## config.mk

```make
export PLATFORM = sky130hd
export DESIGN_NAME = obstacle_avoid_top
export DESIGN_NICKNAME = d
export VERILOG_FILES = /design/src/verilog/nav_units_pkg.sv /design/src/verilog/nav_behavior_pkg.sv /design/src/verilog/obstacle_sensing.sv /design/src/verilog/avoid_fsm.sv /design/src/verilog/motion_command.sv /design/src/verilog/obstacle_avoid_top.sv
export SDC_FILE = /design/constraint.sdc
export NUM_CORES = 1
export LEC_CHECK = 0
export ABC_CLOCK_PERIOD_IN_PS = 3130
export BUFFER_PORTS_ARGS = -buffer_cell sky130_fd_sc_hd__buf_2
export CAP_MARGIN = 10
export CORE_MARGIN = 2
export CORE_UTILIZATION = 37
export DETAILED_ROUTE_END_ITERATION = 10
export GPL_ROUTABILITY_DRIVEN = 0
export PLACE_DENSITY = 0.83
export SKIP_LAST_GASP = 1
export SLEW_MARGIN = 20
export SYNTH_ARGS = -nofsm -noshare
export SYNTH_HDL_FRONTEND = slang
export SYNTH_SLANG_ARGS = --single-unit
```

## constraint.sdc

```tcl
create_clock -name SC_STATEMACHINE_DESC_CLOCK_50 -period 3.13 [get_ports SC_STATEMACHINE_DESC_CLOCK_50]
set_clock_uncertainty 0.1 [all_clocks]
set_input_delay 0.626 -clock SC_STATEMACHINE_DESC_CLOCK_50 [delete_from_list [all_inputs] [get_ports SC_STATEMACHINE_DESC_CLOCK_50]]
set_output_delay 0.626 -clock SC_STATEMACHINE_DESC_CLOCK_50 [all_outputs]
set_load 0.005 [all_outputs]
```

## src/verilog/nav_units_pkg.sv

```systemverilog
// sign-magnitude fixed point: 1 sign bit, 8 integer cm bits, 8 fraction bits
// thresholds and speeds are build-time constants, not registers
package nav_units_pkg;

	//============================================================
	// number format
	//============================================================
	localparam int fix_width = 17;	// every distance, error and velocity
	localparam int sign_bit  = 16;	// msb carries the sign

	typedef logic [fix_width-1:0] fix_t;

	//============================================================
	// thresholds
	//============================================================
	// tolerance is compared on magnitude only
	localparam fix_t tol_err   = 17'b0_00001010_00000000;	// 10 cm
	// distances compare on the full unsigned value
	localparam fix_t safe_dist = 17'b0_00001111_00000000;	// 15 cm

	//============================================================
	// velocity commands
	//============================================================
	localparam fix_t vel_pos  = 17'b0_00110010_00000000;	// +50 cm/s
	localparam fix_t vel_neg  = 17'b1_00110010_00000000;	// -50 cm/s
	localparam fix_t vel_zero = 17'b0_00000000_00000000;

endpackage

```

## src/verilog/nav_behavior_pkg.sv

```systemverilog
// state codes are contiguous from zero, so a range test checks legality
// branch 3 and 4 states split into a side-pass half (a) and a watch half (b)
package nav_behavior_pkg;

	localparam int num_states = 27;	// members of nav_state_e

	//============================================================
	// controller states
	//============================================================
	typedef enum logic [4:0]
	{
		st_reset    = 5'd0,
		st_start    = 5'd1,
		st_goal     = 5'd2,	// go-to-goal behavior
		st_check_1  = 5'd3,	// front branch test
		st_check_2  = 5'd4,	// rear branch test
		st_check_3  = 5'd5,	// side-right branch test
		st_check_4  = 5'd6,	// side-left branch test
		st_move_1   = 5'd7,
		st_wait_1   = 5'd8,
		st_clear_1  = 5'd9,
		st_move_2   = 5'd10,
		st_wait_2   = 5'd11,
		st_clear_2  = 5'd12,
		st_side_3   = 5'd13,	// forward past the side obstacle
		st_wait_3a  = 5'd14,
		st_clear_3a = 5'd15,
		st_watch_3  = 5'd16,	// sideways until rear sees it
		st_pass_3   = 5'd17,
		st_wait_3b  = 5'd18,
		st_clear_3b = 5'd19,
		st_side_4   = 5'd20,
		st_wait_4a  = 5'd21,
		st_clear_4a = 5'd22,
		st_watch_4  = 5'd23,
		st_pass_4   = 5'd24,
		st_wait_4b  = 5'd25,
		st_clear_4b = 5'd26
	} nav_state_e;

	//============================================================
	// avoidance maneuvers
	//============================================================
	typedef enum logic [1:0]
	{
		mv_none    = 2'd0,	// robot follows the goal
		mv_right   = 2'd1,
		mv_left    = 2'd2,
		mv_forward = 2'd3
	} maneuver_e;

endpackage

```

## src/verilog/obstacle_sensing.sv

```systemverilog
// no state; every flag follows its inputs in the same cycle
// a distance with the sign bit set is treated as far away
`timescale 1ns/1ps

module obstacle_sensing
(
	input  nav_units_pkg::fix_t dist_1,	// front
	input  nav_units_pkg::fix_t dist_2,	// rear
	input  nav_units_pkg::fix_t dist_3,	// side right
	input  nav_units_pkg::fix_t dist_4,	// side left
	input  nav_units_pkg::fix_t err_x,
	input  nav_units_pkg::fix_t err_y,
	output logic                near_1,
	output logic                near_2,
	output logic                near_3,
	output logic                near_4,
	output logic                any_near,
	output logic                qual_1,
	output logic                qual_2,
	output logic                qual_3,
	output logic                qual_4
);

	logic [nav_units_pkg::sign_bit-1:0] mag_x;
	logic [nav_units_pkg::sign_bit-1:0] mag_y;
	logic                               neg_x;
	logic                               neg_y;
	logic                               far_x;
	logic                               far_y;

	//============================================================
	// obstacle detection
	//============================================================
	assign near_1 = (dist_1 <= nav_units_pkg::safe_dist);
	assign near_2 = (dist_2 <= nav_units_pkg::safe_dist);
	assign near_3 = (dist_3 <= nav_units_pkg::safe_dist);
	assign near_4 = (dist_4 <= nav_units_pkg::safe_dist);

	assign any_near = near_1 | near_2 | near_3 | near_4;

	//============================================================
	// position error against tolerance
	//============================================================
	assign mag_x   = err_x[nav_units_pkg::sign_bit-1:0];	// sign stripped
	assign mag_y   = err_y[nav_units_pkg::sign_bit-1:0];
	assign neg_x   = err_x[nav_units_pkg::sign_bit];
	assign neg_y   = err_y[nav_units_pkg::sign_bit];

	assign far_x = (mag_x > nav_units_pkg::tol_err[nav_units_pkg::sign_bit-1:0]);
	assign far_y = (mag_y > nav_units_pkg::tol_err[nav_units_pkg::sign_bit-1:0]);

	// escape branches tested in order by the sequencer
	assign qual_1 = near_1 & ~neg_y & far_y;	// goal ahead in y
	assign qual_2 = near_2 & neg_y & far_y;	// goal behind in y
	assign qual_3 = near_3 & ~neg_x & far_x & ~far_y;	// y already on target
	assign qual_4 = near_4 & neg_x & far_x & ~far_y;

endmodule

```

## src/verilog/avoid_fsm.sv

```systemverilog
// one state register, async active-high reset; the timer lives outside
// and is only seen through time_flag_n (low once the wait has elapsed)
`timescale 1ns/1ps

module avoid_fsm
(
	input  logic                   SC_STATEMACHINE_DESC_CLOCK_50,
	input  logic                   SC_STATEMACHINE_DESC_RESET_InHigh,
	input  logic                   near_1,
	input  logic                   near_2,
	input  logic                   near_3,
	input  logic                   near_4,
	input  logic                   any_near,
	input  logic                   qual_1,
	input  logic                   qual_2,
	input  logic                   qual_3,
	input  logic                   qual_4,
	input  logic                   time_flag_n,
	output nav_behavior_pkg::nav_state_e state
);

	nav_behavior_pkg::nav_state_e state_next;

	//============================================================
	// next-state logic
	//============================================================
	always_comb
	begin
		state_next = state;	// hold unless a rule below fires
		case (state)
			nav_behavior_pkg::st_reset:
				state_next = nav_behavior_pkg::st_start;
			nav_behavior_pkg::st_start:
				state_next = nav_behavior_pkg::st_goal;
			nav_behavior_pkg::st_goal:
				if (any_near)
					state_next = nav_behavior_pkg::st_check_1;

			// branch tests, one per cycle, first match wins
			nav_behavior_pkg::st_check_1:
				state_next = qual_1 ? nav_behavior_pkg::st_move_1 : nav_behavior_pkg::st_check_2;
			nav_behavior_pkg::st_check_2:
				state_next = qual_2 ? nav_behavior_pkg::st_move_2 : nav_behavior_pkg::st_check_3;
			nav_behavior_pkg::st_check_3:
				state_next = qual_3 ? nav_behavior_pkg::st_side_3 : nav_behavior_pkg::st_check_4;
			nav_behavior_pkg::st_check_4:
				state_next = qual_4 ? nav_behavior_pkg::st_side_4 : nav_behavior_pkg::st_goal;

			// branch 1, front obstacle
			nav_behavior_pkg::st_move_1:
				if (!near_1)
					state_next = nav_behavior_pkg::st_wait_1;
			nav_behavior_pkg::st_wait_1:
				if (!time_flag_n)
					state_next = nav_behavior_pkg::st_clear_1;
			nav_behavior_pkg::st_clear_1:
				state_next = nav_behavior_pkg::st_goal;

			// branch 2, rear obstacle
			nav_behavior_pkg::st_move_2:
				if (!near_2)
					state_next = nav_behavior_pkg::st_wait_2;
			nav_behavior_pkg::st_wait_2:
				if (!time_flag_n)
					state_next = nav_behavior_pkg::st_clear_2;
			nav_behavior_pkg::st_clear_2:
				state_next = nav_behavior_pkg::st_goal;

			// branch 3, obstacle on the right
			nav_behavior_pkg::st_side_3:
				if (!near_3)
					state_next = nav_behavior_pkg::st_wait_3a;
			nav_behavior_pkg::st_wait_3a:
				if (!time_flag_n)
					state_next = nav_behavior_pkg::st_clear_3a;
			nav_behavior_pkg::st_clear_3a:
				state_next = nav_behavior_pkg::st_watch_3;
			nav_behavior_pkg::st_watch_3:
				if (near_2)
					state_next = nav_behavior_pkg::st_pass_3;	// rear picked it up
			nav_behavior_pkg::st_pass_3:
				if (!near_2)
					state_next = nav_behavior_pkg::st_wait_3b;
			nav_behavior_pkg::st_wait_3b:
				if (!time_flag_n)
					state_next = nav_behavior_pkg::st_clear_3b;
			nav_behavior_pkg::st_clear_3b:
				state_next = nav_behavior_pkg::st_goal;

			// branch 4, obstacle on the left
			nav_behavior_pkg::st_side_4:
				if (!near_4)
					state_next = nav_behavior_pkg::st_wait_4a;
			nav_behavior_pkg::st_wait_4a:
				if (!time_flag_n)
					state_next = nav_behavior_pkg::st_clear_4a;
			nav_behavior_pkg::st_clear_4a:
				state_next = nav_behavior_pkg::st_watch_4;
			nav_behavior_pkg::st_watch_4:
				if (near_2)
					state_next = nav_behavior_pkg::st_pass_4;
			nav_behavior_pkg::st_pass_4:
				if (!near_2)
					state_next = nav_behavior_pkg::st_wait_4b;
			nav_behavior_pkg::st_wait_4b:
				if (!time_flag_n)
					state_next = nav_behavior_pkg::st_clear_4b;
			nav_behavior_pkg::st_clear_4b:
				state_next = nav_behavior_pkg::st_goal;

			default:
				state_next = nav_behavior_pkg::st_reset;	// unknown code recovers
		endcase
	end

	//============================================================
	// state register
	//============================================================
	always_ff @(posedge SC_STATEMACHINE_DESC_CLOCK_50 or posedge SC_STATEMACHINE_DESC_RESET_InHigh)
	begin
		if (SC_STATEMACHINE_DESC_RESET_InHigh)
			state <= nav_behavior_pkg::st_reset;
		else
			state <= state_next;
	end

	// the register never leaves the encoded range once out of reset
	a_state_legal: assert property (@(posedge SC_STATEMACHINE_DESC_CLOCK_50)
		disable iff (SC_STATEMACHINE_DESC_RESET_InHigh)
		!$isunknown(state) && (int'(state) < nav_behavior_pkg::num_states));

endmodule

```

## src/verilog/motion_command.sv

```systemverilog
// Moore decode of the sequencer state; no clock, no reset
// right is negative y, left is positive y, forward is positive x
`timescale 1ns/1ps

module motion_command
(
	input  nav_behavior_pkg::nav_state_e state,
	output nav_units_pkg::fix_t          vel_x,
	output nav_units_pkg::fix_t          vel_y,
	output logic                         behavior,	// 1 go-to-goal, 0 avoid
	output logic                         enable_time_n,
	output logic                         clear_time_n
);

	nav_behavior_pkg::maneuver_e mv;

	//============================================================
	// state to maneuver
	//============================================================
	always_comb
	begin
		case (state)
			nav_behavior_pkg::st_move_1, nav_behavior_pkg::st_wait_1,
			nav_behavior_pkg::st_clear_1, nav_behavior_pkg::st_move_2,
			nav_behavior_pkg::st_wait_2, nav_behavior_pkg::st_clear_2,
			nav_behavior_pkg::st_watch_3, nav_behavior_pkg::st_pass_3,
			nav_behavior_pkg::st_wait_3b, nav_behavior_pkg::st_clear_3b:
				mv = nav_behavior_pkg::mv_right;
			nav_behavior_pkg::st_side_3, nav_behavior_pkg::st_wait_3a,
			nav_behavior_pkg::st_clear_3a, nav_behavior_pkg::st_side_4,
			nav_behavior_pkg::st_wait_4a, nav_behavior_pkg::st_clear_4a:
				mv = nav_behavior_pkg::mv_forward;	// slide past the side obstacle
			nav_behavior_pkg::st_watch_4, nav_behavior_pkg::st_pass_4,
			nav_behavior_pkg::st_wait_4b, nav_behavior_pkg::st_clear_4b:
				mv = nav_behavior_pkg::mv_left;
			default:
				mv = nav_behavior_pkg::mv_none;	// reset, start, goal, checks
		endcase
	end

	//============================================================
	// outputs
	//============================================================
	always_comb
	begin
		vel_x = nav_units_pkg::vel_zero;
		vel_y = nav_units_pkg::vel_zero;
		case (mv)
			nav_behavior_pkg::mv_right:   vel_y = nav_units_pkg::vel_neg;
			nav_behavior_pkg::mv_left:    vel_y = nav_units_pkg::vel_pos;
			nav_behavior_pkg::mv_forward: vel_x = nav_units_pkg::vel_pos;
			default:                      vel_x = nav_units_pkg::vel_zero;
		endcase
		behavior = (mv == nav_behavior_pkg::mv_none);

		// timer strobes, active low
		enable_time_n = !(state inside {nav_behavior_pkg::st_wait_1, nav_behavior_pkg::st_wait_2,
			nav_behavior_pkg::st_wait_3a, nav_behavior_pkg::st_wait_3b,
			nav_behavior_pkg::st_wait_4a, nav_behavior_pkg::st_wait_4b});
		clear_time_n = !(state inside {nav_behavior_pkg::st_clear_1, nav_behavior_pkg::st_clear_2,
			nav_behavior_pkg::st_clear_3a, nav_behavior_pkg::st_clear_3b,
			nav_behavior_pkg::st_clear_4a, nav_behavior_pkg::st_clear_4b});

		// the timer must never see count and clear at once
		a_strobe_excl: assert (enable_time_n || clear_time_n);
		// one axis at a time
		a_one_axis: assert ((vel_x == nav_units_pkg::vel_zero) || (vel_y == nav_units_pkg::vel_zero));
	end

endmodule

```

## src/verilog/obstacle_avoid_top.sv

```systemverilog
// behavior controller top; the wait timer is external, driven by the
// active-low strobes and read back through time_flag_n
`timescale 1ns/1ps

module obstacle_avoid_top
(
	input  logic                SC_STATEMACHINE_DESC_CLOCK_50,
	input  logic                SC_STATEMACHINE_DESC_RESET_InHigh,
	input  nav_units_pkg::fix_t dist_1,	// front
	input  nav_units_pkg::fix_t dist_2,	// rear
	input  nav_units_pkg::fix_t dist_3,	// side right
	input  nav_units_pkg::fix_t dist_4,	// side left
	input  nav_units_pkg::fix_t err_x,
	input  nav_units_pkg::fix_t err_y,
	input  logic                time_flag_n,
	output nav_units_pkg::fix_t vel_x,
	output nav_units_pkg::fix_t vel_y,
	output logic                behavior,
	output logic                enable_time_n,
	output logic                clear_time_n
);

	logic                         near_1;
	logic                         near_2;
	logic                         near_3;
	logic                         near_4;
	logic                         any_near;
	logic                         qual_1;
	logic                         qual_2;
	logic                         qual_3;
	logic                         qual_4;
	nav_behavior_pkg::nav_state_e state;

	obstacle_sensing u_sensing
	(
		.dist_1   (dist_1),
		.dist_2   (dist_2),
		.dist_3   (dist_3),
		.dist_4   (dist_4),
		.err_x    (err_x),
		.err_y    (err_y),
		.near_1   (near_1),
		.near_2   (near_2),
		.near_3   (near_3),
		.near_4   (near_4),
		.any_near (any_near),
		.qual_1   (qual_1),
		.qual_2   (qual_2),
		.qual_3   (qual_3),
		.qual_4   (qual_4)
	);

	avoid_fsm u_fsm
	(
		.SC_STATEMACHINE_DESC_CLOCK_50     (SC_STATEMACHINE_DESC_CLOCK_50),
		.SC_STATEMACHINE_DESC_RESET_InHigh (SC_STATEMACHINE_DESC_RESET_InHigh),
		.near_1      (near_1),
		.near_2      (near_2),
		.near_3      (near_3),
		.near_4      (near_4),
		.any_near    (any_near),
		.qual_1      (qual_1),
		.qual_2      (qual_2),
		.qual_3      (qual_3),
		.qual_4      (qual_4),
		.time_flag_n (time_flag_n),
		.state       (state)
	);

	motion_command u_cmd
	(
		.state         (state),
		.vel_x         (vel_x),
		.vel_y         (vel_y),
		.behavior      (behavior),
		.enable_time_n (enable_time_n),
		.clear_time_n  (clear_time_n)
	);

endmodule

```

==> run metrics, run 1 <==
status finished, final reports clean; Hold/Removal Path Class in2async; Clock Sinks 5; P_leak 0.996 nW; clk_lat worst skew 220 ps; Max Buffers Root-to-Sink 2; row count 22; Distinct cells, synth 51; die width 65.9 µm; mux cell area share after synthesis 6.00%; unrepaired setup endpoints after global routing false; Layout area overhead 35.9%; Adder-Cell Fraction of Synth Area 2.65%; IO buf count 114; Post-CTS Setup Repair Bufs 0; Yosys warning count 0; # DRC 0; post-route minimum period 2790 ps; core area 3660 µm²; htree depth 1; Fmax achieved 0.358 GHz; Post-synth EDFFs 0; WS Path Type reg2out; Die Area 4340 µm²; crit path max fanout 19; worst-path cell chain nor2b_1 > a22oi_1 > ha_1 > inv_1 > buf_2; post-synthesis xor/xnor area fraction 1.85%; antenna violations before repair 0; R2R cell count 5; post-detailed-route via-to-cell ratio 5.03; slowest cell on the critical path dfrtp_1; largest net degree at the start of global routing 21; CTS clock-pin slew for the worst setup and hold paths 30 ps; post-CTS sizing 0; post-synth top area share 17.5%; Setup crit start kind flop; Initial Utilization 38.7%; HPWL after detailed placement 3630 µm; 1st-pass router iterations 4; Final nets 410; post-route clock period utilization 89.3%; synthesized cell area 1420 µm²; final wirelength 4130 µm; Final Hold Viols 0; Synth Area in Compound Gates 21.9%; starting DRC count in detailed routing 139; Top Registers u_fsm.state x5; slowest stage delay, CP 650 ps; Tot Pwr 1.08 mW; Final setup viols 0; num ports 142; max reg flops 5; Fillers 345; Critical Path AT 2070 ps; diodes inserted 0; pwr dens 562 nW/µm²; antenna-violating nets left 0; first-pass GRT wire length 6600 µm; Top reg by flops u_fsm.state; pin slew with the least headroom to its limit 536 ps; Worst VDD drop 0.000229 V; Hold Buf Count CTS 0; layout cell share with drive strength beyond 1 44.5%; Rel. slew slack 64.2%; Primary FF master, synth dfrtp_1; Mapped Cells 194; vias in the first global route 1536; largest family of logic cells by synthesized area simple AND/OR/NAND/NOR gates; gr usage total 19.0%; Seq/Total Area, Yosys 8.83%; post-synthesis average cell area 7.31 µm²; Clock Tree Root clkbuf_8; critical path required time 2400 ps; post-DR wirelength/cell 11.8 µm; maxcap violations 0; Post-Synth Simple-Gate Area 37.0%; #FFs+latches synth 5; share of flip-flops with an asynchronous set or reset 100%; via count 1757; leading post-synthesis cells by cell area buf_4 (17%), dfrtp_1 (8.8%), nor4_1 (5.7%), nor2_1 (4.0%), a21oi_1 (3.2%); CTS Buf Count 3; GRT overflow 0; cell taking the most area after synthesis buf_4; setup_tns 0 ps; fin. max-slew vios 0; chip height 65.9 µm; Crit. End Element output pin; CTS tree done
-- cell type report --
class                   instances  area (µm²)  area share, %
well taps                      48        60.1           3.12
clock buffers                   4        45.0           2.34
repair buffers                117         593           30.8
multi-input cells             170        1080           56.3
inverters                       5        18.8          0.974
flip-flops and latches          5         125           6.49
-- metrics by stage --
stage               util, %  setup WS [ps]  cell area (µm²)  hold WS (ps)  instances
floorplan                 -            678             1520           305        220
global placement       51.4            605             1880           425        345
detailed placement     51.4            607             1880           426        345
CTS                    52.6            360             1930           197        349
global route           52.6            168             1930           205        349
finish                 52.6            336             1930           196        349
-- final timing paths --
kind | start | end | slack, ps
worst max register to register | u_fsm.state[3] | u_fsm.state[0] | 720
worst min-delay path | SC_STATEMACHINE_DESC_RESET_InHigh | u_fsm.state[3] | 200
worst max-delay path | u_fsm.state[4] | vel_y[13] | 340
min in group SC_STATEMACHINE_DESC_CLOCK_50 | u_fsm.state[4] | u_fsm.state[4] | 760
max in group asynchronous | SC_STATEMACHINE_DESC_RESET_InHigh | u_fsm.state[0] | 2570
worst min register to register | u_fsm.state[4] | u_fsm.state[4] | 760
-- report_power, final --
| part | total (mW) | internal, mW | switching (mW) |
|---|---|---|---|
| combinational | 0.796 | 0.410 | 0.386 |
| sequential | 0.173 | 0.0927 | 0.0805 |
| clock | 0.115 | 0.0871 | 0.0275 |
| total | 1.08 | 0.590 | 0.494 |
-- placed cells by master, fill, tap and decap left out, drive strengths merged, types with 2 or more instances in the layout --
master	count
a21oi	9
buf	117
mux2i	4
xnor2	3
nor4	13
inv	5
a31oi	3
ha	3
and3	4
nand2	10
a22oi	3
nor3b	2
dfrtp	5
o21ai	13
a21o	2
nand2b	5
a211o	3
nand4	4
nand4bb	2
nand3	7
conb	27
clkbuf	4
mux2	3
nor3	8
nor2b	3
or4	5
nor2	18
a311oi	2
-- Yosys cell counts, types with 2 or more instances --
cell        n
buf_4      33
nor2_1     15
nor4_1     13
nand2_1    10
a21oi_1     9
nor3_1      7
o21ai_0     7
nand3_1     6
dfrtp_1     5
inv_1       5
nand2b_1    5
o21ai_1     5
and3_1      4
buf_2       4
mux2i_1     4
nand4_1     4
a211o_1     3
a22oi_1     3
a31oi_1     3
ha_1        3
mux2_4      3
nor2b_1     3
or4_4       3
xnor2_1     3
a21o_1      2
a311oi_1    2
clkbuf_1    2
nand4bb_1   2
nor2_4      2
nor3b_1     2
or4_1       2
-- worst max-delay path: cells and delay by family, from the launching register on --
family	cells	cell delay (ps)
compound gates	1	220
simple gates	1	470
buf+inv	2	180
flops	1	650
fa+ha+maj	1	320
-- cell families after synthesis --
kind of cell,Yosys count
DFF,5
adders and majority gates,3
xor gates and xnor gates,3
AOI/OAI and AO/OA,44
buffers and inverters,45
other,1
and+or+nand+nor,86
muxes,7
-- layer usage --
metal / wire length [µm] / vias up / global-route usage (%)
met4: 8 / 0 / 3.13
met5: 0 / - / 0
met2: 2060 / 91 / 33.2
met3: 310 / 2 / 1.53
met1: 1760 / 779 / 25.6
li1: - / 885 / -
Power figures use the tool's default switching activity.
==> run 2: changes to the inputs <==
- ABC_CLOCK_PERIOD_IN_PS: 3130 -> 2800
- clock period: 3.13 -> 2.8 ns (I/O delays scaled with it)
==> run 2 against run 1 <==
  * Cell area rose by 1.2%
  * Via count rose by 0.46%
  * Flip-flop and latch count did not move
  * Critical path type unchanged
  * Sequential share of layout area barely moved
  * Clock-buffer cell count did not move
  * Sequential power rose by 13%
  * Largest cell class unchanged
  * Routed wire length rose by 1.8%
  * Non-clock buffer count rose by 3
  * Hold slack got worse by 70 ps
  * First-iteration DRC count rose by 5.0%
  * Final cell count rose by 0.86%
  * Combinational power rose by 15%
==> run metrics, run 2 (synthesized netlist as in run 1, its figures left out) <==
Fmax achieved 0.382 GHz; Top Registers u_fsm.state x5; Layout area overhead 37.6%; slowest cell on the critical path dfrtp_1; Clock Tree Root clkbuf_8; core area 3660 µm²; Rel. slew slack 64.3%; Fin Hold WS 126 ps; WS Path Type reg2out; slowest stage delay, CP 560 ps; largest net degree at the start of global routing 18; setup_tns 0 ps; fin. max-slew vios 0; post-route minimum period 2620 ps; layout cell share with drive strength beyond 1 45.4%; post-DR wirelength/cell 11.9 µm; critical path required time 2140 ps; Final Hold Viols 0; CP Launch Point u_fsm.state[3]; max reg flops 5; r2r setup slk 380 ps; final std cells w/o fill 352; post-detailed-route via-to-cell ratio 5.01; post-route clock period utilization 93.5%; num ports 142; R2R cell count 5; diodes inserted 0; GRT overflow 0; pin slew with the least headroom to its limit 536 ps; vias in the first global route 1507; Hold Buf Count CTS 0; Initial Utilization 38.7%; Critical Path AT 1960 ps; Worst VDD drop 0.000240 V; starting DRC count in detailed routing 146; CTS Buf Count 3; status finished, final reports clean; Max Buffers Root-to-Sink 2; worst-path cell chain nor2b_1 > a22oi_1 > ha_1 > inv_1 > buf_2; gr usage total 19.0%; CTS tree done; chip height 65.9 µm; most common cell after layout, fill and taps aside buf_2; die width 65.9 µm; HPWL after detailed placement 3680 µm; Final setup viols 0; pwr dens 639 nW/µm²; Setup crit start kind flop; unrepaired setup endpoints after global routing false; Die Area 4340 µm²; Crit. End Element output pin; Clock Sinks 5; CTS clock-pin slew for the worst setup and hold paths 30 ps; most frequent cells in the layout buf_2 (114), conb_1 (27), nor2_1 (15); IO buf count 114; maxcap violations 0; RR Endpoint u_fsm.state[1]; final wirelength 4210 µm; via count 1765; 1st-pass router iterations 4; htree depth 1; Final nets 413; crit path max fanout 17; antenna violations before repair 0; clk_lat worst skew 220 ps; antenna-violating nets left 0; P_leak 1.01 nW; Hold/Removal Path Class in2async; worst setup margin 183 ps; Critical Path End vel_y[12]; cell count after placement 348; # DRC 0; worst r2r src u_fsm.state[3]; first-pass GRT wire length 6560 µm; setup slack at placement 324 ps; Top reg by flops u_fsm.state; row count 22
-- run 2: cell count changes in the layout (fill, tap and decap cells not counted), sizes merged --
cell and change:
buf +3
-- run 2: stage by stage --
step	instance area [µm²]	utilization [%]	power [mW]
2_1_floorplan	1520	-	0.899
5_1_grt	1950	53.3	1.36
6_report	1950	53.3	1.25
3_3_place_gp	1900	52.0	1.08
4_1_cts	1950	53.2	1.24
3_5_place_dp	1900	52.0	1.11
-- run 2: area by class of cell --
type,count,area [µm²]
fillers,353,1710
multi-input cells,170,1080
repair buffers,120,616
flip-flops and latches,5,126
well taps,48,60.1
clock buffers,4,45.0
inverters,5,18.8
-- run 2: layer usage --
layer	global-route usage, %	wire (µm)	up-vias	part of all wire, %
met5	0	0	-	0
met1	24.3	1710	787	41
met3	2.21	357	3	8.5
li1	-	-	879	-
met4	5.21	21	0	0.50
met2	33.2	2120	96	50
-- run 2: critical path, delay by kind of cell (launching register included) --
family                   cells  cell delay, ps
buffers and inverters        2             180
flip-flops                   1             560
AO/OA/AOI/OAI                1             210
adder cells (fa/ha/maj)      1             320
AND/OR/NAND/NOR              1             450
-- run 2: worst min path at each step --
stage,startpoint,cells past startpoint,endpoint,slack [ps]
after floorplan,SC_STATEMACHINE_DESC_RESET_InHigh,1,u_fsm.state[0],240
after detailed placement,SC_STATEMACHINE_DESC_RESET_InHigh,2,u_fsm.state[3],360
after CTS,SC_STATEMACHINE_DESC_RESET_InHigh,2,u_fsm.state[3],130
final,SC_STATEMACHINE_DESC_RESET_InHigh,2,u_fsm.state[2],130
after global placement,SC_STATEMACHINE_DESC_RESET_InHigh,2,u_fsm.state[4],360
after global routing,SC_STATEMACHINE_DESC_RESET_InHigh,2,u_fsm.state[3],140
-- run 2: power breakdown --
group	total (mW)	switching (mW)	internal, mW
Clock	0.133	0.0349	0.0977
Sequential	0.195	0.0901	0.105
Combinational	0.919	0.440	0.478
Total	1.25	0.565	0.681
-- run 2: repair_timing --
item | CTS | global route
resized for setup | 0 | 1
setup endpoints to repair | 0 | 3
buffers inserted | 0 | 0
